$ cat src/dmb_defines.svh
`ifndef DMB_DEFINES_SVH
`define DMB_DEFINES_SVH

////////////////////////////////////////////////////////////
// Widths
////////////////////////////////////////////////////////////

`define DMB_NCFEB        5
`define DMB_CMD_W        6
`define DMB_DATA_W       8
`define DMB_LCT_TMR_W    10
`define DMB_DAV_TMR_W    6

////////////////////////////////////////////////////////////
// CCB command codes and cycle counts
////////////////////////////////////////////////////////////

`define DMB_CMD_SET_CFG  6'h30
`define DMB_CMD_L1A_RST  6'h03
// Calibration codes run CAL0, CAL0+1, CAL0+2
`define DMB_CMD_TTC_CAL0 6'h14

`define DMB_FPGA_RST_CYC 16
`define DMB_CRDY_CYC     24
`define DMB_HOLDOFF_CYC  256

`endif

$ cat src/dmb_pkg.sv
`include "dmb_defines.svh"

package dmb_pkg;

	// One bit per CFEB
	typedef logic [`DMB_NCFEB-1:0]  cfeb_vec_t;

	// CCB bus fields
	typedef logic [`DMB_CMD_W-1:0]  ccb_cmd_t;
	typedef logic [`DMB_DATA_W-1:0] ccb_data_t;

	// Calibration lines, bit 2 pedestal, bit 1 inject, bit 0 pulse
	typedef logic [2:0]             cal_vec_t;

	typedef enum logic [1:0]
	{
		RST_IDLE,
		RST_PULSE,
		RST_WAIT_READY,
		RST_DONE
	} rst_state_t;

	typedef enum logic
	{
		TMR_IDLE,
		TMR_RUN
	} tmr_state_t;

endpackage

$ cat src/trg_timer.sv
`timescale 1ns/1ps

module trg_timer #(
	parameter int W = 10
)
(
	input  logic         clkcms,
	input  logic         clr0,
	input  logic         holdoff_i,
	input  logic         clr_i,
	input  logic         start_i,
	input  logic         stop_i,
	output logic [W-1:0] time_o
);

	dmb_pkg::tmr_state_t state;
	logic [W-1:0]        cnt;
	logic [W-1:0]        cnt_inc;

	// Saturating increment
	assign cnt_inc = (cnt == '1) ? cnt : cnt + 1'b1;

	always_ff @(posedge clkcms or posedge clr0)
	begin
		if (clr0)
		begin
			state  <= dmb_pkg::TMR_IDLE;
			cnt    <= '0;
			time_o <= '0;
		end
		else
		begin
			case (state)
				dmb_pkg::TMR_IDLE:
				begin
					if (start_i && !holdoff_i)
					begin
						state <= dmb_pkg::TMR_RUN;
						cnt   <= '0;
					end
				end
				default:
				begin
					if (holdoff_i)
						state <= dmb_pkg::TMR_IDLE;
					else if (stop_i)
						state <= dmb_pkg::TMR_IDLE;
					cnt <= cnt_inc;
				end
			endcase
			if (clr_i)
				time_o <= '0;
			else if (state == dmb_pkg::TMR_RUN && stop_i && !holdoff_i)
				time_o <= cnt_inc;
		end
	end

	a_no_wrap: assert property (@(posedge clkcms) disable iff (clr0)
		(state == dmb_pkg::TMR_RUN && cnt == '1) |=>
		(state != dmb_pkg::TMR_RUN || cnt == '1));

endmodule

$ cat config.mk
export PLATFORM = sky130hd
export DESIGN_NAME = trg_timer
export DESIGN_NICKNAME = d
export VERILOG_FILES = /design/src/dmb_pkg.sv /design/src/trg_timer.sv
export VERILOG_INCLUDE_DIRS = /design/src /design/src/src
export SDC_FILE = /design/constraint.sdc
export NUM_CORES = 1
export LEC_CHECK = 0
export ABC_AREA = 1
export BUFFER_PORTS_ARGS = -buffer_cell sky130_fd_sc_hd__buf_2
export CAP_MARGIN = 25
export CORE_MARGIN = 2
export CORE_UTILIZATION = 50
export DETAILED_ROUTE_END_ITERATION = 10
export GPL_ROUTABILITY_DRIVEN = 0
export PLACE_DENSITY = 0.75
export SYNTH_ARGS = -nofsm -noshare
export SYNTH_HDL_FRONTEND = slang
export SYNTH_SLANG_ARGS = --single-unit
$ cat constraint.sdc
create_clock -name clkcms -period 1.25 [get_ports clkcms]
set_clock_uncertainty 0.05 [all_clocks]
set_input_delay 0.0625 -clock clkcms [delete_from_list [all_inputs] [get_ports clkcms]]
set_output_delay 0.0625 -clock clkcms [all_outputs]
set_load 0.05 [all_outputs]
==> results.ini <==
[die]
die_height_microns=51.8
num_rows=17
io_pins=16
die_width_microns=51.8
dieArea_sq_mm=0.00268
core_area_sq_mm=0.00219
initial_core_util_pct=52.1

[grt]
grt_max_degree=22
grt_first_pass_wirelength_mm=4.53
grt-ovfl-total=0
grt_usage_pct=23.0
grt_pass1_vias=1009
antenna_found_initial=0

[yosys]
synthCells=150
syn_area_sq_mm=0.00114
yosys_register_bits=21
synth_cell_types=22
ys.warnings.count=0
yosys-top-cells-area=dfrtp_1 46%, nand2_1 23%, inv_1 4.6%
syn_nets=157
synth_top_area_share_pct=46.1
seq_area_frac_synth_pct=46.1
synth_area_per_cell_sq_um=7.61
yosysTopAreaCell=dfrtp_1

[worst_setup_path]
end_kind=flop
reg2reg_from=cnt[1]
cp.arrival_ps=1550
critical_path_required_ps=1410
start_kind=flop
worstSetupPathType=flop to flop
reg2reg_depth=9
r2r_setup_slack_ps=-150
worstReg2RegEnd=time_o[8]
path_max_fanout=6

[sta]
slew_violations=0
finalCriticalPeriod_ps=1400
fmax_mhz=716
setup_viol=20
max_slew_margin_pct=71.2
tightest_slew_ps=432
rsz0062_at_grt=true
holdWs_ps=43.8
finalCritPeriodShare_pct=112
setup_ws_ps=-147
hold_viol=0

[power_and_ir_drop]
power_switching_share_pct=38.0
p_comb_share_pct=39.0
internal_power_mw=1.19
total_power_mw=1.92
peakVddDrop_v=0.00104
powerDensity_mw_per_mm2=1320
power_leakage_nw=0.847
p_clk_share_pct=16.8
p_seq_share_pct=44.2
switching_power_mw=0.730

[layout]
layout_commonest_cell=nand2_1
syn_to_final_growth_pct=27.9
antenna-diode-count=0
final_cells=213
drive_gt1_share_pct=31.4
fin_util_pct=66.6
fin_nets=193
most-common-layout-cells=64 x nand2_1, 20 x dfrtp_1, 15 x buf_2, 14 x inv_1

[routing]
antenna_left=0
vias_per_cell=5.01
drcViolationCount=0
vias=1067
dr.first_iter.drc_count=27
first_pass_iters=4
wl_per_cell_microns=12.4
routed_wl_mm=2.64

[clock_network]
cts_root_buffer=clkbuf_4
clkLatencyLatePin_ps=300
numClockSinks=21
clkTransAtPathRegs_ps=110
cts_buffers=3
tritoncts=yes
htreeDepth=1
clock_path_buffers=2

[min_path]
min_from=clr_i
hp-class=input port to flop
holdPathEnd=time_o[7]
holdPathStages=4

[status]
status=complete, but fails checks
violations=negative setup slack

[place]
post-dp-hpwl_mm=1.93
portBuffers=15
placed_cells=202

[run]
maxCapViolCount=0

[registers in the layout (all words and copies together) (netlist names)]
name	count
cnt	10
state	1
time_o	10
[area by class of cell]
type	count	area (sq um)
fillers	183	732
multi-input cells	113	603
flip-flops and latches	21	527
repair buffers	31	206
inverters	16	60.1
well taps	28	35.0
clock buffers	3	22.5
clock inverters	1	5.00
[repair_timing]
item / 4_1_cts / 5_1_grt
resized for setup: 5 / 7
setup endpoints to repair: 20 / 20
endpoints found under the hold margin: 22 / 0
pin swaps: 3 / 3
hold buffers: 3 / 0
cloned: 1 / 0
buffers inserted: 0 / 3
[synth_stat cells]
library cell,count
nor2_1,4
o21ai_0,1
inv_1,14
nand3b_1,1
nand3_4,1
o21ai_2,1
nor2_2,3
nand4_1,2
nand2_1,71
inv_2,1
ha_1,1
buf_4,1
nand2_2,6
clkinv_1,1
a21oi_1,1
o21a_1,1
o21ai_1,6
nor2_8,2
nand3_2,1
nand3_1,9
dfrtp_1,21
xor2_1,1
[metrics by stage]
step | TNS, ps | instance area, sq um | setup slack [ps]
floorplan | -19.3 | 1150 | -14.9
global placement | -176 | 1330 | -57.6
detailed placement | -991 | 1330 | -105
CTS | -944 | 1420 | -98.2
global route | -3160 | 1460 | -221
finish | -1510 | 1460 | -147
[per-layer routing]
layer | wire length (microns) | share of wire (%) | track usage (%) | vias up
met5 | 0 | 0 | 0 | -
met4 | 38 | 1.4 | 8.77 | 0
met3 | 47 | 1.8 | 3.45 | 6
met2 | 1350 | 51 | 37.6 | 15
met1 | 1200 | 45 | 30.7 | 510
li1 | - | - | - | 536
[worst max-delay path by stage]
| stage | startpoint | depth (start not counted) | to | slack [ps] |
|---|---|---|---|---|
| after floorplan | cnt[0] | 7 | cnt[4] | -10 |
| after global placement | cnt[2] | 7 | cnt[7] | -60 |
| after detailed placement | cnt[1] | 7 | cnt[4] | -110 |
| after CTS | cnt[1] | 9 | time_o[9] | -100 |
| after global routing | cnt[1] | 9 | time_o[9] | -220 |
| final | cnt[1] | 9 | time_o[8] | -150 |
[kinds of logic after synthesis]
| family | after synthesis | share of synthesized area, % |
|---|---|---|
| and+or+nand+nor | 100 | 41.2 |
| AOI/OAI and AO/OA | 10 | 4.93 |
| buffers and inverters | 17 | 5.92 |
| xor gates and xnor gates | 1 | 0.768 |
| DFF | 21 | 46.1 |
| adders and majority gates | 1 | 1.10 |
[power by group through the flow]
stage               Clock [mW]  Sequential, mW  Combinational (mW)
floorplan                    0           0.884               0.379
global placement             0           0.836               0.677
detailed placement           0           0.843               0.686
CTS                      0.340           0.846               0.720
global route             0.372           0.864               0.828
finish                   0.322           0.849               0.749
[critical path: stages, from the launching register on]
cell     delay (ps)
dfrtp_1         430
ha_4            160
nand2_4          70
nor2_8          150
buf_4           150
nand3_2          60
nand2_1          80
nand2_2          60
nand2_1          60
nand2_1          50
No activity file was read; power rests on OpenSTA's default activity.
