[src/dmb_defines.svh]
`ifndef DMB_DEFINES_SVH
`define DMB_DEFINES_SVH

////////////////////////////////////////////////////////////
// Widths
////////////////////////////////////////////////////////////

`define DMB_NCFEB        5
`define DMB_CMD_W        6
`define DMB_DATA_W       8
`define DMB_LCT_TMR_W    10
`define DMB_DAV_TMR_W    6

////////////////////////////////////////////////////////////
// CCB command codes and cycle counts
////////////////////////////////////////////////////////////

`define DMB_CMD_SET_CFG  6'h30
`define DMB_CMD_L1A_RST  6'h03
// Calibration codes run CAL0, CAL0+1, CAL0+2
`define DMB_CMD_TTC_CAL0 6'h14

`define DMB_FPGA_RST_CYC 16
`define DMB_CRDY_CYC     24
`define DMB_HOLDOFF_CYC  256

`endif

[src/dmb_pkg.sv]
`include "dmb_defines.svh"

package dmb_pkg;

	// One bit per CFEB
	typedef logic [`DMB_NCFEB-1:0]  cfeb_vec_t;

	// CCB bus fields
	typedef logic [`DMB_CMD_W-1:0]  ccb_cmd_t;
	typedef logic [`DMB_DATA_W-1:0] ccb_data_t;

	// Calibration lines, bit 2 pedestal, bit 1 inject, bit 0 pulse
	typedef logic [2:0]             cal_vec_t;

	typedef enum logic [1:0]
	{
		RST_IDLE,
		RST_PULSE,
		RST_WAIT_READY,
		RST_DONE
	} rst_state_t;

	typedef enum logic
	{
		TMR_IDLE,
		TMR_RUN
	} tmr_state_t;

endpackage

[src/dmb_cfg_if.sv]
`timescale 1ns/1ps

interface dmb_cfg_if;

	logic encode_en;
	logic cable_dly;
	logic cal_trg_sel;
	logic pls_gate_en;

	// Command decoder owns the configuration register
	modport dec
	(
		output encode_en,
		output cable_dly,
		output cal_trg_sel,
		output pls_gate_en
	);

	modport user
	(
		input encode_en,
		input cable_dly,
		input cal_trg_sel,
		input pls_gate_en
	);

endinterface

[src/cal_pulse_cond.sv]
`timescale 1ns/1ps

module cal_pulse_cond
(
	input  logic              clkcms,
	input  logic              clr0,
	input  logic              rst_i,
	input  dmb_pkg::cal_vec_t ccb_cal_b_i,
	input  dmb_pkg::cal_vec_t ttc_cal_i,
	dmb_cfg_if.user           cfg,
	output logic              pedestal_o,
	output logic              inject_o,
	output logic              pulse_o
);

	dmb_pkg::cal_vec_t cal_in;
	logic              inj_1;
	logic              pls_1;
	logic              pls_2;
	logic              rst_q;
	logic              pls_toggle;
	logic              gate_on;

	// Active-low CCB lines merged with TTC pulses
	assign cal_in  = ~ccb_cal_b_i | ttc_cal_i;
	assign gate_on = cfg.pls_gate_en & cfg.cal_trg_sel;

	// Alternating enable, restarts on each new reset
	always_ff @(posedge clkcms or posedge clr0)
	begin
		if (clr0)
		begin
			rst_q      <= 1'b0;
			pls_toggle <= 1'b0;
		end
		else
		begin
			rst_q      <= rst_i;
			pls_toggle <= (rst_i & ~rst_q) ? 1'b0 : ~pls_toggle;
		end
	end

	always_ff @(posedge clkcms or posedge clr0)
	begin
		if (clr0)
		begin
			pedestal_o <= 1'b0;
			inj_1      <= 1'b0;
			inject_o   <= 1'b0;
			pls_1      <= 1'b0;
			pls_2      <= 1'b0;
			pulse_o    <= 1'b0;
		end
		else
		begin
			pedestal_o <= cal_in[2];
			inj_1      <= cal_in[1];
			inject_o   <= inj_1;
			pls_1      <= cal_in[0];
			pls_2      <= pls_1;
			// Stretched by one cycle
			pulse_o    <= (pls_1 | pls_2) & (pls_toggle | ~gate_on);
		end
	end

endmodule

[src/flat_wrapper.sv]
// flat-port wrapper written by rule: the top's interface ports become plain ports
module cal_pulse_cond_flat 
  (clkcms, clr0, rst_i, ccb_cal_b_i, ttc_cal_i, pedestal_o, inject_o, pulse_o, cfg_encode_en, cfg_cable_dly, cfg_cal_trg_sel, cfg_pls_gate_en);
  dmb_cfg_if cfg_i ();
  input  logic clkcms;
  input  logic clr0;
  input  logic rst_i;
  input  dmb_pkg::cal_vec_t ccb_cal_b_i;
  input  dmb_pkg::cal_vec_t ttc_cal_i;
  output logic pedestal_o;
  output logic inject_o;
  output logic pulse_o;
  input wire logic [$bits(cfg_i.encode_en)-1:0] cfg_encode_en;
  input wire logic [$bits(cfg_i.cable_dly)-1:0] cfg_cable_dly;
  input wire logic [$bits(cfg_i.cal_trg_sel)-1:0] cfg_cal_trg_sel;
  input wire logic [$bits(cfg_i.pls_gate_en)-1:0] cfg_pls_gate_en;
  assign cfg_i.encode_en = cfg_encode_en;
  assign cfg_i.cable_dly = cfg_cable_dly;
  assign cfg_i.cal_trg_sel = cfg_cal_trg_sel;
  assign cfg_i.pls_gate_en = cfg_pls_gate_en;
  cal_pulse_cond u_core (.clkcms(clkcms), .clr0(clr0), .rst_i(rst_i), .ccb_cal_b_i(ccb_cal_b_i), .ttc_cal_i(ttc_cal_i), .cfg(cfg_i), .pedestal_o(pedestal_o), .inject_o(inject_o), .pulse_o(pulse_o));
endmodule
[config.mk]
export PLATFORM = sky130hd
export DESIGN_NAME = cal_pulse_cond_flat
export DESIGN_NICKNAME = d
export VERILOG_FILES = /design/src/dmb_pkg.sv /design/src/dmb_cfg_if.sv /design/src/cal_pulse_cond.sv /design/src/flat_wrapper.sv
export VERILOG_INCLUDE_DIRS = /design/src /design/src/src
export SDC_FILE = /design/constraint.sdc
export NUM_CORES = 1
export LEC_CHECK = 0
export ABC_AREA = 1
export BUFFER_PORTS_ARGS = -buffer_cell sky130_fd_sc_hd__buf_4
export CORE_AREA = 2 2 39 41
export DETAILED_ROUTE_END_ITERATION = 6
export DIE_AREA = 0 0 41 43
export PLACE_DENSITY_LB_ADDON = 0.12
export SLEW_MARGIN = 30
export SYNTH_ARGS = -nofsm -noshare
export SYNTH_HDL_FRONTEND = slang
export SYNTH_SLANG_ARGS = --single-unit
[constraint.sdc]
create_clock -name clkcms -period 1.8 [get_ports clkcms]
set_clock_uncertainty 0.05 [all_clocks]
set_input_delay 0.09 -clock clkcms [delete_from_list [all_inputs] [get_ports clkcms]]
set_output_delay 0.09 -clock clkcms [all_outputs]
set_load 0.01 [all_outputs]
==> metrics.csv, run 1 <==
metric,value,unit
setup_slack,0.580,ns
die_w,41,um
ant_nets,0,
finalHoldViolations,0,
power,368,uW
endpoint_kind,flop,
drive_above_1_share,35.6,%
period_share,67.8,%
clock_latency,0.24,ns
start_util,18.1,%
design_area,470,um^2
synth-simple-area-share,10.5,%
antenna_found_initial,0,
cts_sinks,8,
grt_pass1_wl,717,um
dpl_cell_area,368,um^2
ys_ff_latch,8,
die_y,43,um
status,finished clean,
rsz0062_at_grt,no,
synth_adder_area_share,0,%
place_ws,1.13,ns
cts_resized,0,
area_growth,88.0,%
io_buffers,13,
cts_hold_buf,8,
p_per_area,782,nW/um^2
drc,0,
synth_top_area_share,80.0,%
ys_top_cells_by_area,"dfrtp_1, inv_1, nand2_1, nor2_1, a21oi_1",
crit_path_start_kind,primary input,
grt_usage,6.48,%
synth-compound-area-share,2.00,%
synth_top_family_by_area,simple AND/OR/NAND/NOR gates,
drt_iter0_drc,3,
synth_xor_area_share,0,%
maxSlewViolCount,0,
p_sw,68.2,uW
tightest_slew,0.285,ns
ys_warn_count,0,
synth.largest_area_cell,dfrtp_1,
ir_drop,297,uV
p_leak,0.231,nW
path_clk_slew,0.05,ns
cts-root-buf,clkbuf_4,
power_frac_seq,53.0,%
wl,399,um
vias,219,
pin_count,16,
crit_type,primary input to flop,
hold_path.class,primary input to flop,
p_int,300,uW
setup_violations,0,
min_period,1.22,ns
post-cts-setup-buffers,0,
grt_pass1_vias,191,
worstPathMaxFanout,1,
max_slew_margin,81.0,%
setup_tns,0,ns
drt-wirelength-per-cell,6.54,um
tritoncts,yes,
dpl.hpwl,326,um
p_sw_share,18.5,%
antenna_cells,0,
grt_max_degree,9,
cts_max_level,1,
clkPwrFrac,34.0,%
design.core.area,1380,um^2
cts.path.max_buffers,2,
yosysSeqAreaShare,80.0,%
mostFrequentLayoutCells,"buf_4, dlygate4sd3_1, dfrtp_1, inv_1, nand2_1",
synthDistinctLibCells,5,
cp_data_required_time,1.87,ns
syn-num-nets,34,
syn-cell-area,250,um^2
mostFrequentLayoutCell,buf_4,
combinationalPowerShare,12.9,%
via_per_inst,3.59,
overflow,0,
max_freq,820,MHz
place.gp.congestion,0.531,
cts_inserted_buffers,3,
fp.dieArea,1760,um^2
dr.pass1.iters,3,
cap_violations,0,
row_count,14,
syn_inst,21,
fin_nets,60,
synth_mux_area_share,0,%
arrival,1.29,ns
avgSynthCellArea,11.9,um^2
holdWs,0.0872,ns
## final cells by class
type | count | area (um^2)
tap | 16 | 20.0
timing repair buffer | 21 | 178
fill | 146 | 913
sequential | 8 | 200
inverter | 5 | 18.8
clock buffer | 3 | 22.5
multi-input combinational | 8 | 31.3
## worst max-delay path: stages
cell and delay [ns]:
dlygate4sd3_1 0.53, buf_4 0.10, nand2_1 0.04, dlygate4sd3_1 0.54
## routing by layer
metal | vias to the layer above | track usage (%) | part of all wire, %
met3 | 0 | 3.14 | 9.3
met1 | 101 | 7.95 | 39
met5 | - | 0 | 0
met2 | 8 | 7.81 | 51
li1 | 110 | - | -
met4 | 0 | 6.00 | 0
## registers in the layout (all words and copies together) (netlist names)
name,cells
u_core.rst_q,1
u_core.pls_2,1
u_core.inject_o,1
u_core.pulse_o,1
u_core.pls_toggle,1
u_core.pls_1,1
u_core.inj_1,1
u_core.pedestal_o,1
## per-stage QoR
stage	std cells	util [%]
global route	61	34.0
finish	61	34.0
global placement	50	26.6
CTS	61	34.0
detailed placement	50	26.6
floorplan	21	-
## cell usage after synthesis, drive strengths merged
cell type and count:
a21oi 1, dfrtp 8, inv 5, nand2 4, nor2 3
## cell families (layout without fill, tap and decap cells)
kind of cell / count (synthesis) / after routing
buffers and inverters: 5 / 29
AND/OR/NAND/NOR: 7 / 7
flip-flops: 8 / 8
AO/OA/AOI/OAI: 1 / 1
## power groups by stage
stage | registers (mW) | logic, mW | clock network [mW]
floorplan | 0.199 | 0.00863 | 0
global placement | 0.198 | 0.0341 | 0
detailed placement | 0.198 | 0.0350 | 0
CTS | 0.195 | 0.0485 | 0.138
global route | 0.196 | 0.0535 | 0.146
finish | 0.195 | 0.0476 | 0.125
## path summary, 6_finish.rpt
| check | from | to | slack [ns] | depth (start not counted) |
|---|---|---|---|---|
| max in group asynchronous | clr0 | u_core.pls_2$_DFF_PP0_ | 1.18 | 3 |
| min in group asynchronous | clr0 | u_core.inject_o$_DFF_PP0_ | 0.30 | 3 |
| min reg2reg | u_core.inj_1$_DFF_PP0_ | u_core.inject_o$_DFF_PP0_ | 0.30 | 0 |
| max reg2reg | u_core.pls_toggle$_DFF_PP0_ | u_core.pulse_o$_DFF_PP0_ | 1.12 | 2 |
| max | ccb_cal_b_i[1] | u_core.inj_1$_DFF_PP0_ | 0.58 | 4 |
| min | cfg_cal_trg_sel | u_core.pulse_o$_DFF_PP0_ | 0.09 | 4 |
Note: power is estimated with default switching activity, not from simulation.
==> inputs of run 2 (changes only) <==
Clock period 1.8 ns to 1.2 ns, I/O delays scaled along.
==> run 2 against run 1 <==
Clock-buffer cell count is the same. Non-clock buffer count unchanged. Final cell count did not move. Die area stayed put.
==> metrics.csv, run 2 (synthesis results as in run 1) <==
metric,value,unit,change
place.gp.congestion,0.531,,unchanged
post-cts-setup-buffers,0,,unchanged
crit_type,primary input to flop,,
top_layer_used,met3,,
row_count,14,,unchanged
dp_cells,50,,unchanged
dr.pass1.iters,3,,unchanged
cts_sinks,8,,unchanged
min_period,1.18,ns,
overflow,0,,unchanged
place_ws,0.527,ns,-0.600 ns
start_util,18.1,%,unchanged
antenna_cells,0,,unchanged
dpl.hpwl,326,um,unchanged
cp_data_required_time,1.27,ns,-0.60 ns
setup_tns,0,ns,unchanged
ant_nets,0,,unchanged
cts-root-buf,clkbuf_4,,
arrival,1.25,ns,-0.04 ns
drt-wirelength-per-cell,6.66,um,+1.8%
fp.dieArea,1760,um^2,unchanged
endpoint_kind,flop,,
setup_violations,0,,unchanged
tightest_slew,0.285,ns,+0.000000238 ns
max_slew_margin,81.0,%,unchanged
nFillCells,146,,unchanged
reg2reg_to,u_core.pulse_o$_DFF_PP0_,,
grt_max_degree,9,,unchanged
crit_path_start_kind,primary input,,
drt_iter0_drc,3,,unchanged
finalHoldViolations,0,,unchanged
register_area,200,um^2,unchanged
grt_pass1_wl,717,um,unchanged
hold_end,u_core.pulse_o$_DFF_PP0_,,
power,552,uW,+50%
hold_path.class,primary input to flop,,
r2r_cells,2,,unchanged
status,finished clean,,
period_share,98.6,%,
mostFrequentLayoutCell,buf_4,,
via_per_inst,3.56,,-0.91%
wl,406,um,+1.8%
setup_slack,0.0169,ns,-0.563 ns
path_clk_slew,0.05,ns,about the same
drt-met1-wl,158,um,+0.64%
drc,0,,unchanged
ir_drop,446,uV,+50%
p_leak,0.233,nW,+0.61%
max_freq,845,MHz,
io_buffers,13,,unchanged
wl_met3,37,um,unchanged
tritoncts,yes,,
die_w,41,um,unchanged
cap_violations,0,,unchanged
cts.path.max_buffers,2,,unchanged
maxSlewViolCount,0,,unchanged
die_y,43,um,unchanged
rrSetupSlack,0.52,ns,-0.60 ns
cts_inserted_buffers,3,,unchanged
area_growth,88.0,%,unchanged
min_from,cfg_cal_trg_sel,,
fin_nets,60,,unchanged
pin_count,16,,unchanged
vias,217,,-0.91%
antenna_found_initial,0,,unchanged
design.core.area,1380,um^2,unchanged
r2r_start,u_core.pls_toggle$_DFF_PP0_,,
worstPathMaxFanout,1,,unchanged
multi_input_area,31.3,um^2,unchanged
p_per_area,1170,nW/um^2,+50%
grt_usage,6.48,%,unchanged
rsz0062_at_grt,no,,
cts_max_level,1,,unchanged
met2_wirelength,211,um,+2.9%
clock_latency,0.24,ns,about the same
hold_depth,4,,unchanged
mostFrequentLayoutCells,"buf_4, dlygate4sd3_1, dfrtp_1, inv_1, nand2_1",,
instances_no_fill,61,,unchanged
grt_pass1_vias,191,,unchanged
drive_above_1_share,35.6,%,unchanged
[run 2: cell counts in the layout (fill, tap and decap cells not counted)]
No cell type changed its count.
[run 2: routing by layer]
metal | vias to the layer above | global-route usage (%)
met4 | 0 | 6.00
met5 | - | 0
met3 | 0 | 3.14
met1 | 99 | 7.95
li1 | 110 | -
met2 | 8 | 7.81
[run 2: final cells by class]
class	count	share of cell area [%]
clock buffer	3	4.79
multi-input combinational	8	6.65
inverter	5	3.99
sequential	8	42.6
tap	16	4.26
timing repair buffer	21	37.8
[run 2: worst max path at each step]
stage	from	end	slack, ns	depth (start not counted)
detailed placement	u_core.pls_toggle$_DFF_PP0_	u_core.pulse_o$_DFF_PP0_	0.53	2
floorplan	u_core.pls_toggle$_DFF_PP0_	u_core.pulse_o$_DFF_PP0_	0.55	2
finish	ccb_cal_b_i[0]	u_core.pls_1$_DFF_PP0_	0.02	4
CTS	ccb_cal_b_i[1]	u_core.inj_1$_DFF_PP0_	0.03	4
global placement	u_core.pls_toggle$_DFF_PP0_	u_core.pulse_o$_DFF_PP0_	0.53	2
global route	ccb_cal_b_i[2]	u_core.pedestal_o$_DFF_PP0_	0.007	4
[run 2: power by group]
group          internal [mW]  switching [mW]  total, mW
Sequential             0.287         0.00555      0.293
Combinational         0.0490          0.0225     0.0715
Clock                  0.113          0.0743      0.188
[run 2: timing repair]
action,CTS,global route
setup endpoints to repair,0,1
hold buffers,8,1
endpoints found under the hold margin,13,1
gates resized for setup,0,0
[run 2: worst max-delay path, stage by stage]
cell and delay (ns):
dlygate4sd3_1 0.52, buf_4 0.09, nand2_1 0.04, dlygate4sd3_1 0.54
[run 2: metrics by stage]
stage               instance area [um^2]  utilization [%]  hold slack, ns
floorplan                            250                -          -0.174
global placement                     368             26.6         -0.0310
detailed placement                   368             26.6         -0.0264
CTS                                  470             34.0          0.0453
global route                         470             34.0          0.0788
finish                               470             34.0          0.0572
