[src/dmb_defines.svh]
`ifndef DMB_DEFINES_SVH
`define DMB_DEFINES_SVH

////////////////////////////////////////////////////////////
// Widths
////////////////////////////////////////////////////////////

`define DMB_NCFEB        5
`define DMB_CMD_W        6
`define DMB_DATA_W       8
`define DMB_LCT_TMR_W    10
`define DMB_DAV_TMR_W    6

////////////////////////////////////////////////////////////
// CCB command codes and cycle counts
////////////////////////////////////////////////////////////

`define DMB_CMD_SET_CFG  6'h30
`define DMB_CMD_L1A_RST  6'h03
// Calibration codes run CAL0, CAL0+1, CAL0+2
`define DMB_CMD_TTC_CAL0 6'h14

`define DMB_FPGA_RST_CYC 16
`define DMB_CRDY_CYC     24
`define DMB_HOLDOFF_CYC  256

`endif

[src/dmb_pkg.sv]
`include "dmb_defines.svh"

package dmb_pkg;

	// One bit per CFEB
	typedef logic [`DMB_NCFEB-1:0]  cfeb_vec_t;

	// CCB bus fields
	typedef logic [`DMB_CMD_W-1:0]  ccb_cmd_t;
	typedef logic [`DMB_DATA_W-1:0] ccb_data_t;

	// Calibration lines, bit 2 pedestal, bit 1 inject, bit 0 pulse
	typedef logic [2:0]             cal_vec_t;

	typedef enum logic [1:0]
	{
		RST_IDLE,
		RST_PULSE,
		RST_WAIT_READY,
		RST_DONE
	} rst_state_t;

	typedef enum logic
	{
		TMR_IDLE,
		TMR_RUN
	} tmr_state_t;

endpackage

[src/reset_seq.sv]
`timescale 1ns/1ps
`include "dmb_defines.svh"

module reset_seq
(
	input  logic clkcms,
	input  logic clr0,
	input  logic fpga_ready_i,
	input  logic reset_i,
	input  logic l1a_srst_i,
	output logic fpga_rst_o,
	output logic rst_o,
	output logic holdoff_o,
	output logic ctrl_ready_o
);

	localparam int CNT_W = $clog2(`DMB_CRDY_CYC);
	localparam int HO_W  = $clog2(`DMB_HOLDOFF_CYC);

	logic                rdy_meta;
	logic                rdy_sync;
	logic                rdy_sync_q;
	logic                rdy_rise;
	logic                ready_clr;
	logic                crdy_hit;
	logic [CNT_W-1:0]    seq_cnt;
	logic [HO_W-1:0]     ho_cnt;
	dmb_pkg::rst_state_t state;

	////////////////////////////////////////////////////////////
	// Ready synchronizer and edge detect
	////////////////////////////////////////////////////////////

	always_ff @(posedge clkcms or posedge clr0)
	begin
		if (clr0)
		begin
			rdy_meta   <= 1'b0;
			rdy_sync   <= 1'b0;
			rdy_sync_q <= 1'b0;
		end
		else
		begin
			rdy_meta   <= fpga_ready_i;
			rdy_sync   <= rdy_meta;
			rdy_sync_q <= rdy_sync;
		end
	end

	assign rdy_rise = rdy_sync & ~rdy_sync_q;

	////////////////////////////////////////////////////////////
	// Sequencer, one counter for pulse and ready delay
	////////////////////////////////////////////////////////////

	always_ff @(posedge clkcms or posedge clr0)
	begin
		if (clr0)
		begin
			state   <= dmb_pkg::RST_IDLE;
			seq_cnt <= '0;
		end
		else if (!rdy_sync)
		begin
			state   <= dmb_pkg::RST_IDLE;
			seq_cnt <= '0;
		end
		else
		begin
			case (state)
				dmb_pkg::RST_IDLE:
				begin
					seq_cnt <= '0;
					if (rdy_rise)
						state <= dmb_pkg::RST_PULSE;
				end
				dmb_pkg::RST_PULSE:
				begin
					seq_cnt <= seq_cnt + 1'b1;
					if (seq_cnt == CNT_W'(`DMB_FPGA_RST_CYC - 1))
						state <= dmb_pkg::RST_WAIT_READY;
				end
				dmb_pkg::RST_WAIT_READY:
				begin
					seq_cnt <= seq_cnt + 1'b1;
					if (crdy_hit)
						state <= dmb_pkg::RST_DONE;
				end
				default:
					state <= dmb_pkg::RST_DONE;
			endcase
		end
	end

	assign fpga_rst_o = (state == dmb_pkg::RST_PULSE);
	assign crdy_hit   = (state == dmb_pkg::RST_WAIT_READY) &&
		(seq_cnt == CNT_W'(`DMB_CRDY_CYC - 1));
	assign rst_o      = reset_i | fpga_rst_o | l1a_srst_i;

	// Drops straight away when the board ready goes low
	assign ready_clr = clr0 | ~fpga_ready_i;

	always_ff @(posedge clkcms or posedge ready_clr)
	begin
		if (ready_clr)
			ctrl_ready_o <= 1'b0;
		else if (crdy_hit)
			ctrl_ready_o <= 1'b1;
	end

	// Power-on holdoff for the interval timers
	always_ff @(posedge clkcms or posedge clr0)
	begin
		if (clr0)
		begin
			holdoff_o <= 1'b0;
			ho_cnt    <= '0;
		end
		else if (fpga_rst_o || (state == dmb_pkg::RST_IDLE && rdy_rise))
		begin
			holdoff_o <= 1'b1;
			ho_cnt    <= '0;
		end
		else if (holdoff_o)
		begin
			if (ho_cnt == HO_W'(`DMB_HOLDOFF_CYC - 1))
				holdoff_o <= 1'b0;
			ho_cnt <= ho_cnt + 1'b1;
		end
	end

	a_ready_not_in_rst: assert property (@(posedge clkcms) disable iff (clr0)
		!(ctrl_ready_o && fpga_rst_o));

endmodule

[config.mk]
export PLATFORM = sky130hd
export DESIGN_NAME = reset_seq
export DESIGN_NICKNAME = d
export VERILOG_FILES = /design/src/dmb_pkg.sv /design/src/reset_seq.sv
export VERILOG_INCLUDE_DIRS = /design/src /design/src/src
export SDC_FILE = /design/constraint.sdc
export NUM_CORES = 1
export LEC_CHECK = 0
export ABC_AREA = 1
export BUFFER_PORTS_ARGS = -buffer_cell sky130_fd_sc_hd__buf_2
export CAP_MARGIN = 20
export CORE_MARGIN = 3
export CORE_UTILIZATION = 40
export CTS_BUF_LIST = sky130_fd_sc_hd__clkbuf_16
export DETAILED_ROUTE_END_ITERATION = 16
export GPL_ROUTABILITY_DRIVEN = 0
export MAX_ROUTING_LAYER = met4
export PLACE_DENSITY = 0.61
export SLEW_MARGIN = 20
export SYNTH_ARGS = -nofsm -noshare
export SYNTH_HDL_FRONTEND = slang
export SYNTH_SLANG_ARGS = --single-unit
[constraint.sdc]
create_clock -name clkcms -period 4 [get_ports clkcms]
set_input_delay 0.4 -clock clkcms [delete_from_list [all_inputs] [get_ports clkcms]]
set_output_delay 0.4 -clock clkcms [all_outputs]
set_load 0.05 [all_outputs]
==> results.yml, run 1 <==
worst_hold_path:
  hold_class: "in -> async"
global_routing:
  grt_remaining_overflow: 0
  antenna_found_initial: 0
  grt_pass1_vias: 757
  grt_start_max_net_pins: 20
  grt.total_usage: 0.1209
  grt_pass1_wl_um: 2987
power_and_ir_drop:
  power_leakage_nw: 0.5747
  power.density_nw_per_um2: 581.2
  irDropWorstVdd_mv: 0.3651
floorplan:
  die_area_sq_um: 3212
  die_y_um: 56.68
  die_w_um: 56.68
  start_util: 0.4431
  core_area_sq_um: 2318
  rows: 17
  pin_count: 9
logic_synthesis:
  synth.avg_cell_area_sq_um: 8.632
  yosysSeqAreaShare: 0.4872
  synth_cell_types: 23
  netlist_area_sq_um: 1027
  synth_nets: 131
  netlist_instances: 119
  yosys_register_bits: 20
  yosysWarnings: 0
route:
  ant_nets: 0
  routed_wl_um: 1623
  avgViaCountPerCell: 4.703
  wl_per_cell_um: 10.27
  first_pass_iters: 3
  vias: 743
  drt_iter0_markers: 7
  drc: 0
setup_path:
  worstSetupPathType: "reg -> out"
  arrival_ns: 1.46
  cp_data_required_time_ns: 3.60
  path_max_fanout: 3
  r2r_start: "seq_cnt[0]"
  r2r_end: "state[0]"
  cp-end-kind: "output port"
  startpoint: "state[1]"
  reg2regPathDepth: 7
  critPathCapture: "rst_o"
  startpoint_type: "flip-flop"
  r2r_slack_ns: 2.39
final_layout:
  final_common_cell: "nand2_1"
  regArea_sq_um: 500.5
  layout.nets: 144
  final_area_sq_um: 1177
  utilization: 0.5078
  drive_above_1_share: 0.1769
  area_growth_syn_to_layout_pct: 14.62
  antenna_cells: 0
  multi_input_area_sq_um: 459.2
  most-common-layout-cells: "nand2_1, dfrtp_1, inv_1"
  fill_cells: 219
sta:
  relSlewSlack: 0.5197
  skew_ns: 0.001975
  rsz0062_at_grt: "no"
  hold_ws_ns: 0.02556
  worstMarginPinSlew_ns: 0.7196
  fin_crit_sh: 0.4657
  fmax_mhz: 536.8
  slew_violations: 0
  timing_hold_violations_final: 0
  min_period_ns: 1.863
  final.setup.tns_ns: 0
  setup_viol: 0
  setup_slack_ns: 2.137
clock_tree:
  postCtsSetupBuffers: 0
  ctsHoldBuffers: 0
  cts_tree: "yes"
  clock_latency_ns: 0.24
  tritoncts.num_buffers: 3
  cts_buffer_depth: 2
  cts_root_buf: "clkbuf_16"
  clkSinkCount: 20
  clkTransAtPathRegs_ns: 0.05
  cts_resized: 0
  htreeDepth: 1
place:
  dp_hpwl_um: 1288
  dp_slack_ns: 2.383
  io_buffers: 8
  place_area_sq_um: 1102
flow_run:
  max_cap_violations: 0
status:
  run_status: "complete, no violations"
-- per-stage QoR --
stage / total power (W) / cells
after global routing: 0.0007420 / 158
final: 0.0006843 / 158
after CTS: 0.0006981 / 158
after detailed placement: 0.0004957 / 155
after global placement: 0.0004894 / 155
after floorplan: 0.0004497 / 119
-- final cells by class --
cell class,count,share of cell area
Sequential cell,20,0.4251
Inverter,18,0.05739
Clock buffer,3,0.06376
Multi-Input combinational cell,81,0.3900
Timing Repair Buffer,8,0.03401
Tap cell,28,0.02976
-- worst min-delay path by stage --
stage	startpoint	cells after the start	end	slack, ns
global route	clr0	2	ctrl_ready_o	0.04
global placement	fpga_ready_i	3	ctrl_ready_o	0.29
floorplan	clr0	1	ctrl_ready_o	0.17
finish	fpga_ready_i	3	ctrl_ready_o	0.03
detailed placement	fpga_ready_i	3	ctrl_ready_o	0.29
CTS	fpga_ready_i	3	ctrl_ready_o	0.03
-- synthesized netlist by cell type (all sizes together) --
cell | n | share of area
nand2 | 30 | 0.11
dfrtp | 20 | 0.49
inv | 18 | 0.066
nor2 | 16 | 0.078
ha | 7 | 0.085
a21oi | 6 | 0.029
o21ai | 5 | 0.024
nand3 | 4 | 0.019
nor3 | 3 | 0.015
nor3b | 2 | 0.019
o21bai | 2 | 0.022
nand3b | 1 | 0.0073
o21a | 1 | 0.0073
o22ai | 1 | 0.0061
o31ai | 1 | 0.0073
or2 | 1 | 0.0061
or3 | 1 | 0.0061
-- report_power, final --
group          internal (W)  switching [W]  leakage, nW
clock network      0.000131      0.0000642       0.0370
logic             0.0000795       0.000149        0.277
registers          0.000234      0.0000260        0.261
-- flip-flops by register name, summed over array words and instances, names as in the netlist --
register / flops
rdy_sync_q: 1
state: 2
seq_cnt: 5
holdoff_o: 1
ctrl_ready_o: 1
ho_cnt: 8
rdy_meta: 1
rdy_sync: 1
-- logic make-up (layout without fill, tap and decap cells) --
family / count (synthesis) / count (layout) / share of synthesized area
simple gates: 58 / 58 / 0.2655
flops: 20 / 20 / 0.4872
buf+inv: 18 / 29 / 0.06577
compound gates: 16 / 16 / 0.09623
fa+ha+maj: 7 / 7 / 0.08526
-- critical path, cell delays in order (launching register included) --
cell and delay, ns:
dfrtp_1 0.36, inv_1 0.08, ha_1 0.20, or3_1 0.36, buf_2 0.21
-- per-layer routing --
layer | wire, um | track usage | part of all wire | vias up
met5 | 0 | - | 0 | -
met4 | 11 | 0.03051 | 0.0068 | 0
met3 | 54 | 0.04138 | 0.033 | 2
met2 | 809 | 0.2063 | 0.50 | 7
met1 | 747 | 0.1347 | 0.46 | 338
li1 | - | - | - | 396
Power figures use the tool's default switching activity.
==> inputs of run 2 (changes only) <==
ABC_AREA = 0   (was 1)
clock period = 1.9 ns   (was 4 ns; I/O delays follow)
==> run 2 against run 1 <==
  * Critical path depth is the same
  * Critical endpoint unchanged
  * Count of clock-buffer cells in the layout is the same
  * Synthesized cell count shrank 17%
  * Critical path type unchanged
==> results.yml, run 2 <==
logic_synthesis:
  synth_cell_types: 27
  synthFlopType: "dfrtp_1"
  synth-compound-area-share: 0.08776
  netlist_area_sq_um: 1012
  synth_nets: 111
  synth_top_area_cell: "dfrtp_1"
  async_reset_ff_frac: 1.000
  synth_most_common_cell: "dfrtp_1"
  netlist_instances: 99
  synth_top_area_share: 0.4944
  synth_commonest_cells: "dfrtp_1, ha_1, inv_1, a21oi_1, nor2_1"
  synth_edf_count: 0
  muxShareOfSynthArea: 0.03956
  yosys_register_bits: 20
  yosys-top-cells-area: "dfrtp_1, ha_1, mux2i_1"
  synthAdderAreaFrac: 0.08653
  yosysSeqAreaShare: 0.4944
  synth.avg_cell_area_sq_um: 10.22
  synthXorXnorAreaFrac: 0.04326
  synth_top_family_by_area: "simple AND/OR/NAND/NOR gates"
  yosysWarnings: 0
  synthSimpleGateAreaFrac: 0.2027
final_layout:
  drive_above_1_share: 0.1273
  largestRegisters: "ho_cnt (8), seq_cnt (5), state (2)"
  antenna_cells: 0
  final_common_cell: "dfrtp_1"
  most-common-layout-cells: "dfrtp_1, buf_2, inv_1, ha_1"
  layout.nets: 123
  regMostFlops: "ho_cnt"
  largest_reg_flops: 8
  final_area_sq_um: 1200
  area_growth_syn_to_layout_pct: 18.54
sta:
  skew_ns: 0.002307
  slew_violations: 0
  rsz0062_at_grt: "no"
  relSlewSlack: 0.5423
  worstMarginPinSlew_ns: 0.6859
  fin_crit_sh: 0.9118
  setup_viol: 0
  final.setup.tns_ns: 0
  min_period_ns: 1.732
  fmax_mhz: 577.2
  hold_ws_ns: 0.05626
  timing_hold_violations_final: 0
floorplan:
  die_area_sq_um: 3170
  die_w_um: 56.31
  start_util: 0.4406
  die_y_um: 56.31
  pin_count: 9
  rows: 17
  core_area_sq_um: 2297
worst_hold_path:
  worstHoldPathCells: 1
  min_to: "rdy_meta"
  holdCritStartpoint: "fpga_ready_i"
  hold_class: "in -> reg"
setup_path:
  r2r_start: "seq_cnt[0]"
  r2r_end: "state[1]"
  worstSetupPathType: "reg -> out"
  cpPeakStageDelay_ns: 0.38
  cp_data_required_time_ns: 1.71
  critPathTopFamily: "simple AND/OR/NAND/NOR gates"
  path_max_fanout: 4
  arrival_ns: 1.54
  crit_buf_inv: 2
  startpoint_type: "flip-flop"
  crit_path_top_delay_cell: "or3_1"
  cp-end-kind: "output port"
  path_cells: "inv_1 -> ha_1 -> or3_1 -> buf_2"
  reg2regPathDepth: 7
  r2r_slack_ns: 0.19
place:
  dp_hpwl_um: 1208
  place_area_sq_um: 1067
  io_buffers: 8
route:
  wl_per_cell_um: 13.03
  first_pass_iters: 4
  ant_nets: 0
  drt_iter0_markers: 10
  routed_wl_um: 1798
  drc: 0
  vias: 730
  avgViaCountPerCell: 5.290
clock_tree:
  clkTransAtPathRegs_ns: 0.05
  htreeDepth: 1
  cts_buffer_depth: 2
  clock_latency_ns: 0.25
  clkSinkCount: 20
  tritoncts.num_buffers: 3
  cts_tree: "yes"
  cts_resized: 0
  cts_root_buf: "clkbuf_16"
global_routing:
  grt_start_max_net_pins: 20
  grt.total_usage: 0.1309
  antenna_found_initial: 0
  grt_pass1_vias: 697
  grt_pass1_wl_um: 3125
  grt_remaining_overflow: 0
status:
  run_status: "complete, no violations"
power_and_ir_drop:
  irDropWorstVdd_mv: 1.106
  power.density_nw_per_um2: 1354
  power_leakage_nw: 0.5423
flow_run:
  max_cap_violations: 0
run 2: cell type report:
cell class | instances | area (sq um)
clock inverter | 1 | 30.03
timing repair buffer | 11 | 67.56
sequential | 20 | 500.5
inverter | 7 | 26.28
multi-input combinational | 68 | 465.4
tap | 28 | 35.03
fill | 214 | 1097
clock buffer | 3 | 75.07
run 2: cell families (layout without fill, tap and decap cells):
logic type | count (synthesis) | in the layout
buf+inv | 11 | 22
simple gates | 37 | 37
flops | 20 | 20
xor+xnor | 5 | 5
compound gates | 15 | 15
fa+ha+maj | 7 | 7
mux | 4 | 4
run 2: worst max path at each step:
| stage | from | endpoint | slack (ns) | cells past startpoint |
|---|---|---|---|---|
| after floorplan | state[0] | rst_o | 0.26 | 2 |
| after global placement | seq_cnt[0] | state[0] | 0.19 | 6 |
| after detailed placement | seq_cnt[0] | state[0] | 0.12 | 6 |
| after CTS | seq_cnt[0] | state[1] | 0.07 | 6 |
| after global routing | seq_cnt[0] | state[0] | 0.08 | 7 |
| final | state[1] | rst_o | 0.17 | 4 |
run 2: per-layer routing:
layer,track usage,part of all wire,up-vias
li1,-,-,367
met1,0.1730,0.50,342
met2,0.1920,0.44,14
met3,0.02069,0.024,7
met4,0.07119,0.036,0
met5,-,0,-
run 2: what timing repair did:
action	CTS	global route
buffers inserted	0	1
hold buffers	2	0
endpoints found under the setup margin	0	2
endpoints found under the hold margin	1	0
run 2: power breakdown:
| group | total [W] | internal [W] | switching (W) | leakage (nW) |
|---|---|---|---|---|
| registers | 0.000562 | 0.000494 | 0.0000681 | 0.261 |
| logic | 0.000495 | 0.000195 | 0.000300 | 0.230 |
| clock network | 0.000568 | 0.000418 | 0.000150 | 0.0511 |
| total | 0.00162 | 0.00111 | 0.000519 | 0.542 |
run 2: per-stage QoR:
stage / utilization / setup slack (ns) / cells / power (W)
finish: 0.5223 / 0.1676 / 138 / 0.001624
detailed placement: 0.4646 / 0.1196 / 131 / 0.001037
floorplan: - / 0.2568 / 99 / 0.0009415
global placement: 0.4646 / 0.1871 / 131 / 0.001023
global route: 0.5223 / 0.08096 / 138 / 0.001730
CTS: 0.5191 / 0.07343 / 137 / 0.001618
