$ cat config.mk
export PLATFORM = sky130hd
export DESIGN_NAME = trg_enc_out_flat
export DESIGN_NICKNAME = d
export VERILOG_FILES = /design/src/dmb_pkg.sv /design/src/dmb_cfg_if.sv /design/src/trg_enc_out.sv /design/src/flat_wrapper.sv
export VERILOG_INCLUDE_DIRS = /design/src /design/src/src
export SDC_FILE = /design/constraint.sdc
export NUM_CORES = 1
export LEC_CHECK = 0
export BUFFER_PORTS_ARGS = -buffer_cell sky130_fd_sc_hd__buf_2
export CORE_UTILIZATION = 46
export DETAILED_ROUTE_END_ITERATION = 16
export HOLD_SLACK_MARGIN = 0.03
export PLACE_DENSITY = 0.82
export SLEW_MARGIN = 20
export SYNTH_ARGS = -nofsm -noshare
export SYNTH_HDL_FRONTEND = slang
export SYNTH_SLANG_ARGS = --single-unit
$ cat constraint.sdc
create_clock -name clkcms -period 1 [get_ports clkcms]
set_input_delay 0.2 -clock clkcms [delete_from_list [all_inputs] [get_ports clkcms]]
set_output_delay 0.2 -clock clkcms [all_outputs]
set_load 0.02 [all_outputs]
$ cat src/dmb_defines.svh
`ifndef DMB_DEFINES_SVH
`define DMB_DEFINES_SVH

////////////////////////////////////////////////////////////
// Widths
////////////////////////////////////////////////////////////

`define DMB_NCFEB        5
`define DMB_CMD_W        6
`define DMB_DATA_W       8
`define DMB_LCT_TMR_W    10
`define DMB_DAV_TMR_W    6

////////////////////////////////////////////////////////////
// CCB command codes and cycle counts
////////////////////////////////////////////////////////////

`define DMB_CMD_SET_CFG  6'h30
`define DMB_CMD_L1A_RST  6'h03
// Calibration codes run CAL0, CAL0+1, CAL0+2
`define DMB_CMD_TTC_CAL0 6'h14

`define DMB_FPGA_RST_CYC 16
`define DMB_CRDY_CYC     24
`define DMB_HOLDOFF_CYC  256

`endif

$ cat src/dmb_pkg.sv
`include "dmb_defines.svh"

package dmb_pkg;

	// One bit per CFEB
	typedef logic [`DMB_NCFEB-1:0]  cfeb_vec_t;

	// CCB bus fields
	typedef logic [`DMB_CMD_W-1:0]  ccb_cmd_t;
	typedef logic [`DMB_DATA_W-1:0] ccb_data_t;

	// Calibration lines, bit 2 pedestal, bit 1 inject, bit 0 pulse
	typedef logic [2:0]             cal_vec_t;

	typedef enum logic [1:0]
	{
		RST_IDLE,
		RST_PULSE,
		RST_WAIT_READY,
		RST_DONE
	} rst_state_t;

	typedef enum logic
	{
		TMR_IDLE,
		TMR_RUN
	} tmr_state_t;

endpackage

$ cat src/dmb_cfg_if.sv
`timescale 1ns/1ps

interface dmb_cfg_if;

	logic encode_en;
	logic cable_dly;
	logic cal_trg_sel;
	logic pls_gate_en;

	// Command decoder owns the configuration register
	modport dec
	(
		output encode_en,
		output cable_dly,
		output cal_trg_sel,
		output pls_gate_en
	);

	modport user
	(
		input encode_en,
		input cable_dly,
		input cal_trg_sel,
		input pls_gate_en
	);

endinterface

$ cat src/trg_enc_out.sv
`timescale 1ns/1ps
`include "dmb_defines.svh"

module trg_enc_out
(
	input  logic               clkcms,
	input  logic               clr0,
	input  logic               fpga_rst_i,
	input  dmb_pkg::cfeb_vec_t pre_lct_i,
	input  dmb_pkg::cfeb_vec_t l1a_match_i,
	input  logic               l1a_cfeb_i,
	dmb_cfg_if.user            cfg,
	output dmb_pkg::cfeb_vec_t trg_enc_b0_o,
	output dmb_pkg::cfeb_vec_t trg_enc_b1_o,
	output dmb_pkg::cfeb_vec_t trg_enc_b2_o
);

	dmb_pkg::cfeb_vec_t enc_b0;
	dmb_pkg::cfeb_vec_t enc_b1;
	dmb_pkg::cfeb_vec_t enc_b2;
	dmb_pkg::cfeb_vec_t enc_b0_d;
	dmb_pkg::cfeb_vec_t enc_b1_d;
	dmb_pkg::cfeb_vec_t enc_b2_d;

	////////////////////////////////////////////////////////////
	// Per-CFEB encoding
	////////////////////////////////////////////////////////////

	assign enc_b0 = pre_lct_i;
	assign enc_b1 = l1a_match_i;
	assign enc_b2 = cfg.encode_en ? {`DMB_NCFEB{l1a_cfeb_i}} : '0;

	// Cable delay stage
	always_ff @(posedge clkcms)
	begin
		enc_b0_d <= enc_b0;
		enc_b1_d <= enc_b1;
		enc_b2_d <= enc_b2;
	end

	always_ff @(posedge clkcms or posedge clr0)
	begin
		if (clr0)
		begin
			trg_enc_b0_o <= '0;
			trg_enc_b1_o <= '0;
			trg_enc_b2_o <= '0;
		end
		else if (fpga_rst_i)
		begin
			trg_enc_b0_o <= '0;
			trg_enc_b1_o <= '0;
			trg_enc_b2_o <= '0;
		end
		else
		begin
			trg_enc_b0_o <= cfg.cable_dly ? enc_b0_d : enc_b0;
			trg_enc_b1_o <= cfg.cable_dly ? enc_b1_d : enc_b1;
			trg_enc_b2_o <= cfg.cable_dly ? enc_b2_d : enc_b2;
		end
	end

	a_quiet_in_rst: assert property (@(posedge clkcms) disable iff (clr0)
		fpga_rst_i |=> (trg_enc_b0_o == '0 && trg_enc_b1_o == '0 &&
		trg_enc_b2_o == '0));

endmodule

$ cat src/flat_wrapper.sv
// flat-port wrapper written by rule: the top's interface ports become plain ports
module trg_enc_out_flat 
  (clkcms, clr0, fpga_rst_i, pre_lct_i, l1a_match_i, l1a_cfeb_i, trg_enc_b0_o, trg_enc_b1_o, trg_enc_b2_o, cfg_encode_en, cfg_cable_dly, cfg_cal_trg_sel, cfg_pls_gate_en);
  dmb_cfg_if cfg_i ();
  input  logic clkcms;
  input  logic clr0;
  input  logic fpga_rst_i;
  input  dmb_pkg::cfeb_vec_t pre_lct_i;
  input  dmb_pkg::cfeb_vec_t l1a_match_i;
  input  logic l1a_cfeb_i;
  output dmb_pkg::cfeb_vec_t trg_enc_b0_o;
  output dmb_pkg::cfeb_vec_t trg_enc_b1_o;
  output dmb_pkg::cfeb_vec_t trg_enc_b2_o;
  input wire logic [$bits(cfg_i.encode_en)-1:0] cfg_encode_en;
  input wire logic [$bits(cfg_i.cable_dly)-1:0] cfg_cable_dly;
  input wire logic [$bits(cfg_i.cal_trg_sel)-1:0] cfg_cal_trg_sel;
  input wire logic [$bits(cfg_i.pls_gate_en)-1:0] cfg_pls_gate_en;
  assign cfg_i.encode_en = cfg_encode_en;
  assign cfg_i.cable_dly = cfg_cable_dly;
  assign cfg_i.cal_trg_sel = cfg_cal_trg_sel;
  assign cfg_i.pls_gate_en = cfg_pls_gate_en;
  trg_enc_out u_core (.clkcms(clkcms), .clr0(clr0), .fpga_rst_i(fpga_rst_i), .pre_lct_i(pre_lct_i), .l1a_match_i(l1a_match_i), .l1a_cfeb_i(l1a_cfeb_i), .cfg(cfg_i), .trg_enc_b0_o(trg_enc_b0_o), .trg_enc_b1_o(trg_enc_b1_o), .trg_enc_b2_o(trg_enc_b2_o));
endmodule
==> results of run 1 <==
==> timing repair <==
| action | 4_1_cts | 5_1_grt |
|---|---|---|
| hold endpoints to repair | 21 | 0 |
| resized for setup | 20 | 7 |
| endpoints found under the setup margin | 15 | 15 |
| pin swaps | 0 | 0 |
| hold buffers | 11 | 0 |
| gates cloned | 0 | 0 |
==> synthesized netlist by cell type <==
cell type,n,share of area
buf_6,1,0.016
buf_4,4,0.043
dfrtp_1,11,0.39
inv_1,1,0.0053
nor2_1,10,0.053
nand2_1,1,0.0053
dfxtp_1,11,0.31
a21oi_1,1,0.0071
mux2i_1,10,0.14
and2_1,1,0.0089
buf_2,1,0.0071
nand3b_1,1,0.011
==> final timing paths <==
check / from / endpoint / slack [ps] / cells after the start
max: u_core.trg_enc_b2_o[3]$_DFF_PP0_ / trg_enc_b2_o[1] / -110 / 1
min: l1a_cfeb_i / u_core.enc_b2_d[3]$_DFF_P_ / 110 / 2
max reg2reg: u_core.enc_b0_d[0]$_DFF_P_ / u_core.trg_enc_b0_o[0]$_DFF_PP0_ / 380 / 2
min reg2reg: u_core.enc_b2_d[3]$_DFF_P_ / u_core.trg_enc_b2_o[3]$_DFF_PP0_ / 450 / 2
max in group asynchronous: clr0 / u_core.trg_enc_b2_o[3]$_DFF_PP0_ / 240 / 3
min in group asynchronous: clr0 / u_core.trg_enc_b0_o[4]$_DFF_PP0_ / 420 / 3
==> metal layers <==
metal,up-vias,GRT usage,part of all wire
li1,246,-,-
met1,235,0.202,0.39
met2,22,0.320,0.55
met3,4,0.0326,0.043
met4,0,0.121,0.020
met5,-,0,0
==> logic make-up (layout without fill, tap and decap cells) <==
family,count (synthesis),in the layout,synth area share
AO/OA/AOI/OAI,1,1,0.00709
buffers and inverters,7,47,0.0709
flip-flops,22,22,0.702
multiplexers,10,10,0.142
AND/OR/NAND/NOR,13,13,0.0780
==> metrics by stage <==
step | power [uW] | setup WS, ps | cells | util
5_1_grt | 1770 | -165 | 108 | 0.787
3_3_place_gp | 1150 | 181 | 93 | 0.621
4_1_cts | 1690 | -90.3 | 108 | 0.774
6_report | 1690 | -110 | 108 | 0.787
3_5_place_dp | 1160 | 163 | 93 | 0.621
2_1_floorplan | 1080 | 135 | 53 | -
==> sequential cells by signal, indices dropped and copies added, names as in the netlist <==
| name | flops |
|---|---|
| u_core.trg_enc_b2_o | 1 |
| u_core.enc_b2_d | 1 |
| u_core.enc_b1_d | 5 |
| u_core.trg_enc_b1_o | 5 |
| u_core.trg_enc_b0_o | 5 |
| u_core.enc_b0_d | 5 |
==> power by group through the flow <==
stage | Combinational (uW) | Clock, uW | Sequential [uW]
6_report | 264 | 474 | 955
3_3_place_gp | 188 | 0 | 964
4_1_cts | 257 | 480 | 954
5_1_grt | 284 | 526 | 961
3_5_place_dp | 194 | 0 | 965
2_1_floorplan | 82.5 | 0 | 1000
==> placed cells by master (no fill, tap or decap) <==
cell            n
nor2_1         10
buf_4           4
dfrtp_1        10
dfrtp_2         1
nand3b_1        1
inv_1           1
nand2_1         1
mux2i_1        10
buf_2          15
clkbuf_8        1
buf_6          11
clkbuf_4        3
dfxtp_1        11
a21oi_1         1
and2_1          1
buf_12          1
dlygate4sd3_1  11
==> final cells by class <==
type | instances | share of cell area
clock buffers | 4 | 0.0338
inverters | 1 | 0.00349
multi-input cells | 24 | 0.149
flip-flops and latches | 22 | 0.462
well taps | 15 | 0.0175
repair buffers | 42 | 0.334
==> results.yml, run 1 <==
outcome:
  status: "complete, but fails checks"
  violations: "setup timing"
die:
  rows: 13
  initial_core_util: 0.516
  die_w_um: 41.2
  pin_count: 33
  die_y_um: 41.2
  dieArea_mm2: 0.00169
  core_mm2: 0.00137
critical_path:
  cp-start-kind: "register"
  path_buf_inv: 1
  crit_fanout: 5
  crit_chain: "buf_4"
  cp_top_family: "flip-flops"
  arrival_ps: 910
  crit_path_max_incr_delay_ps: 450
  critPathKind: "register to primary output"
  cp_slowest_cell: "dfrtp_2"
  end_kind: "primary output"
  crit_required_ps: 800
finish:
  area_growth_pct: 52.3
  nNetsFinal: 112
  n_fill_cell: 86
  diodes: 0
  fin_area_mm2: 0.00107
  multi_input_area_um2: 160
  layout-drive-gt1-share: 0.387
  register_area_um2: 497
routing:
  ant_nets: 0
  drc: 0
  vias_per_cell: 4.69
  drt_iter0_drc: 0
  drt-total-wl_um: 1380
  dr.pass1.iters: 1
  num_vias: 507
  wire_per_inst_um: 12.8
flow_run:
  drv_cap: 0
yosys:
  synth_cell_types: 12
  netlist_instances: 53
  yosys_warnings: 0
  syn_nets: 71
  synth-seq-cells: 22
  netlist_area_um2: 706
  ys_seq_area_frac: 0.702
  synth.avg_cell_area_um2: 13.3
clock_tree:
  clock-sinks: 22
  cts_tree: "built"
  cts_buffer_depth: 2
  cts_setup_buffers: 0
  clk_pin_slew_ps: 110
  numCtsBuffers: 3
  clock_latency_ps: 300
  clock-root-buffer: "clkbuf_4"
  htreeDepth: 1
pwr:
  seq_power_share: 0.564
  internal-power_uw: 1300
  combPwrFrac: 0.156
  power.share.switching: 0.232
  power.density_mw_per_mm2: 1570
  power_switching_uw: 393
  power.share.clock: 0.280
  leakage_uw: 0.000548
  peakVddDrop_v: 0.00128
placement:
  io_buffers: 30
  gp_congestion: 0.554
  postPlaceCellArea_um2: 848
timing:
  slew_headroom: 0.702
  fmax_mhz: 901
  finClkSkew_ps: 4.52
  setup_slack_ps: -110
  rsz0062_at_grt: "true"
  drv_slew: 0
  finalCritPeriodShare: 1.11
  holdWs_ps: 115
  finalSetupTns_ps: -778
  period_needed_ps: 1110
  setup_violations: 15
  max_slew.worst_pin.slew_ps: 447
  hold_violations: 0
min_path:
  hp-class: "input pin to register"
global_route:
  antenna_found_initial: 0
  grt_pass1_vias: 475
  grt_pass1_wl_um: 1900
  grt_usage: 0.184
  globalRoute.totalOverflow: 0
  grt_max_degree: 13
Note: power is estimated with default switching activity, not from simulation.
==> run 2, diff against run 1 <==
--- a/config.mk
+++ b/config.mk
@@ -9,8 +9,9 @@
 export BUFFER_PORTS_ARGS = -buffer_cell sky130_fd_sc_hd__buf_2
 export CORE_UTILIZATION = 46
 export DETAILED_ROUTE_END_ITERATION = 16
+export GPL_TIMING_DRIVEN = 0
 export HOLD_SLACK_MARGIN = 0.03
-export PLACE_DENSITY = 0.82
+export PLACE_DENSITY = 0.87
 export SLEW_MARGIN = 20
 export SYNTH_ARGS = -nofsm -noshare
 export SYNTH_HDL_FRONTEND = slang
==> run 2 against run 1 <==
Compared with the run above:
- the run still ends with setup timing left
- critical path depth up 1
- non-clock buffer count up 5
- routed wire length down 2.0%
- combinational power up 6%
- first-iteration DRC count up 6
- highest routed layer unchanged
- clock skew about the same
- register-to-register slack about the same
- critical endpoint is now trg_enc_b2_o[3]
==> results.yml, run 2 (synthesized netlist as in run 1, its figures left out) <==
global_route:
  grt_pass1_vias: 495
  grt_max_degree: 13
  grt_pass1_wl_um: 1980
  globalRoute.totalOverflow: 0
  antenna_found_initial: 0
  grt_usage: 0.192
min_path:
  min_path_cells: 2
  hp-class: "input pin to register"
  whs_endpoint: "u_core.trg_enc_b2_o[3]$_DFF_PP0_"
  hp-start: "fpga_rst_i"
outcome:
  violations: "setup timing"
  status: "complete, but fails checks"
clock_tree:
  cts_setup_buffers: 0
  clock-sinks: 22
  clock_latency_ps: 290
  cts_buffer_depth: 2
  htreeDepth: 1
  cts_tree: "built"
  numCtsBuffers: 3
  clk_pin_slew_ps: 110
  clock-root-buffer: "clkbuf_4"
finish:
  n_fill_cell: 75
  nNetsFinal: 117
  layout-drive-gt1-share: 0.418
  final_common_cell: "buf_6"
  final_cell_mix: "19 x buf_6, 17 x buf_2, 11 x dlygate4sd3_1, 11 x dfxtp_1"
  diodes: 0
  fin_util: 0.823
  area_growth_pct: 59.4
critical_path:
  cp-start-kind: "register"
  cp_slowest_cell: "dfrtp_2"
  crit_chain: "buf_6, buf_6"
  crit_path_start: "u_core.trg_enc_b2_o[3]$_DFF_PP0_"
  crit_fanout: 5
  regToRegSetupSlack_ps: 380
  end_kind: "primary output"
  path_buf_inv: 2
  critPathKind: "register to primary output"
  crit_required_ps: 800
  rr_worst_depth: 2
  reg2reg_from: "u_core.enc_b1_d[4]$_DFF_P_"
  crit_top_cell: "buf_6"
  cp_top_family: "flip-flops"
  crit_path_max_incr_delay_ps: 470
  arrival_ps: 1000
  r2r_end: "u_core.trg_enc_b1_o[4]$_DFF_PP0_"
die:
  initial_core_util: 0.516
  pin_count: 33
  dieArea_mm2: 0.00169
  rows: 13
  die_w_um: 41.2
  die_y_um: 41.2
  core_mm2: 0.00137
placement:
  io_buffers: 30
  gp_congestion: 0.625
timing:
  finClkSkew_ps: 4.33
  max_slew.worst_pin.slew_ps: 415
  period_needed_ps: 1200
  rsz0062_at_grt: "true"
  finalSetupTns_ps: -1050
  fmax_mhz: 831
  finalCritPeriodShare: 1.20
  setup_slack_ps: -203
  slew_headroom: 0.723
  hold_violations: 0
  holdWs_ps: 46.4
  drv_slew: 0
  setup_violations: 15
routing:
  dr.pass1.iters: 4
  drt_iter0_drc: 6
  drc: 0
  drt-total-wl_um: 1360
  num_vias: 524
  wire_per_inst_um: 12.0
  vias_per_cell: 4.64
  ant_nets: 0
pwr:
  totalPowerFinal_uw: 1690
  peakVddDrop_v: 0.00114
  power.density_mw_per_mm2: 1510
  leakage_uw: 0.000575
flow_run:
  drv_cap: 0
[run 2: cell count changes in the layout (fill, tap and decap cells not counted), sizes merged]
cell	before	now
buf	31	36
[run 2: power by group]
group / internal (uW) / switching [uW] / total, uW
clock network: 222 / 237 / 459
registers: 934 / 22.1 / 956
logic: 157 / 122 / 279
[run 2: layout make-up]
class	count	area [um2]	area share
buffer	6	61.3	0.0545
clock buffer	4	36.3	0.0323
inverter	1	3.75	0.00334
multi-input combinational	24	160	0.142
sequential	22	497	0.442
tap	15	18.8	0.0167
timing repair buffer	41	348	0.309
[run 2: what timing repair did]
action,4_1_cts,5_1_grt
resized for setup,28,5
hold endpoints to repair,21,0
endpoints found under the setup margin,15,15
hold buffers,11,0
cloned,0,0
[run 2: worst reg2reg max path, stage by stage (launching register included)]
cell	delay, ps
dfxtp_1	310
mux2i_1	150
nor2_1	50
[run 2: worst max-delay path by stage]
| stage | end | slack [ps] | depth (start not counted) |
|---|---|---|---|
| final | trg_enc_b2_o[3] | -200 | 2 |
| after global routing | trg_enc_b2_o[3] | -250 | 2 |
| after CTS | trg_enc_b2_o[3] | -220 | 2 |
| after detailed placement | trg_enc_b2_o[3] | 120 | 2 |
| after global placement | trg_enc_b2_o[4] | 140 | 2 |
| after floorplan | trg_enc_b2_o[1] | 130 | 1 |
[run 2: stage by stage]
stage / setup WS, ps / instance area, um2 / cells
after floorplan: 135 / 706 / 53
after global placement: 136 / 875 / 98
after CTS: -217 / 1110 / 113
final: -203 / 1120 / 113
after global routing: -250 / 1120 / 113
after detailed placement: 117 / 875 / 98
[run 2: per-layer routing]
metal / GRT usage / share of wire
met1: 0.175 / 0.36
met3: 0.0489 / 0.029
met4: 0.0968 / 0.012
met2: 0.379 / 0.60
met5: 0 / 0
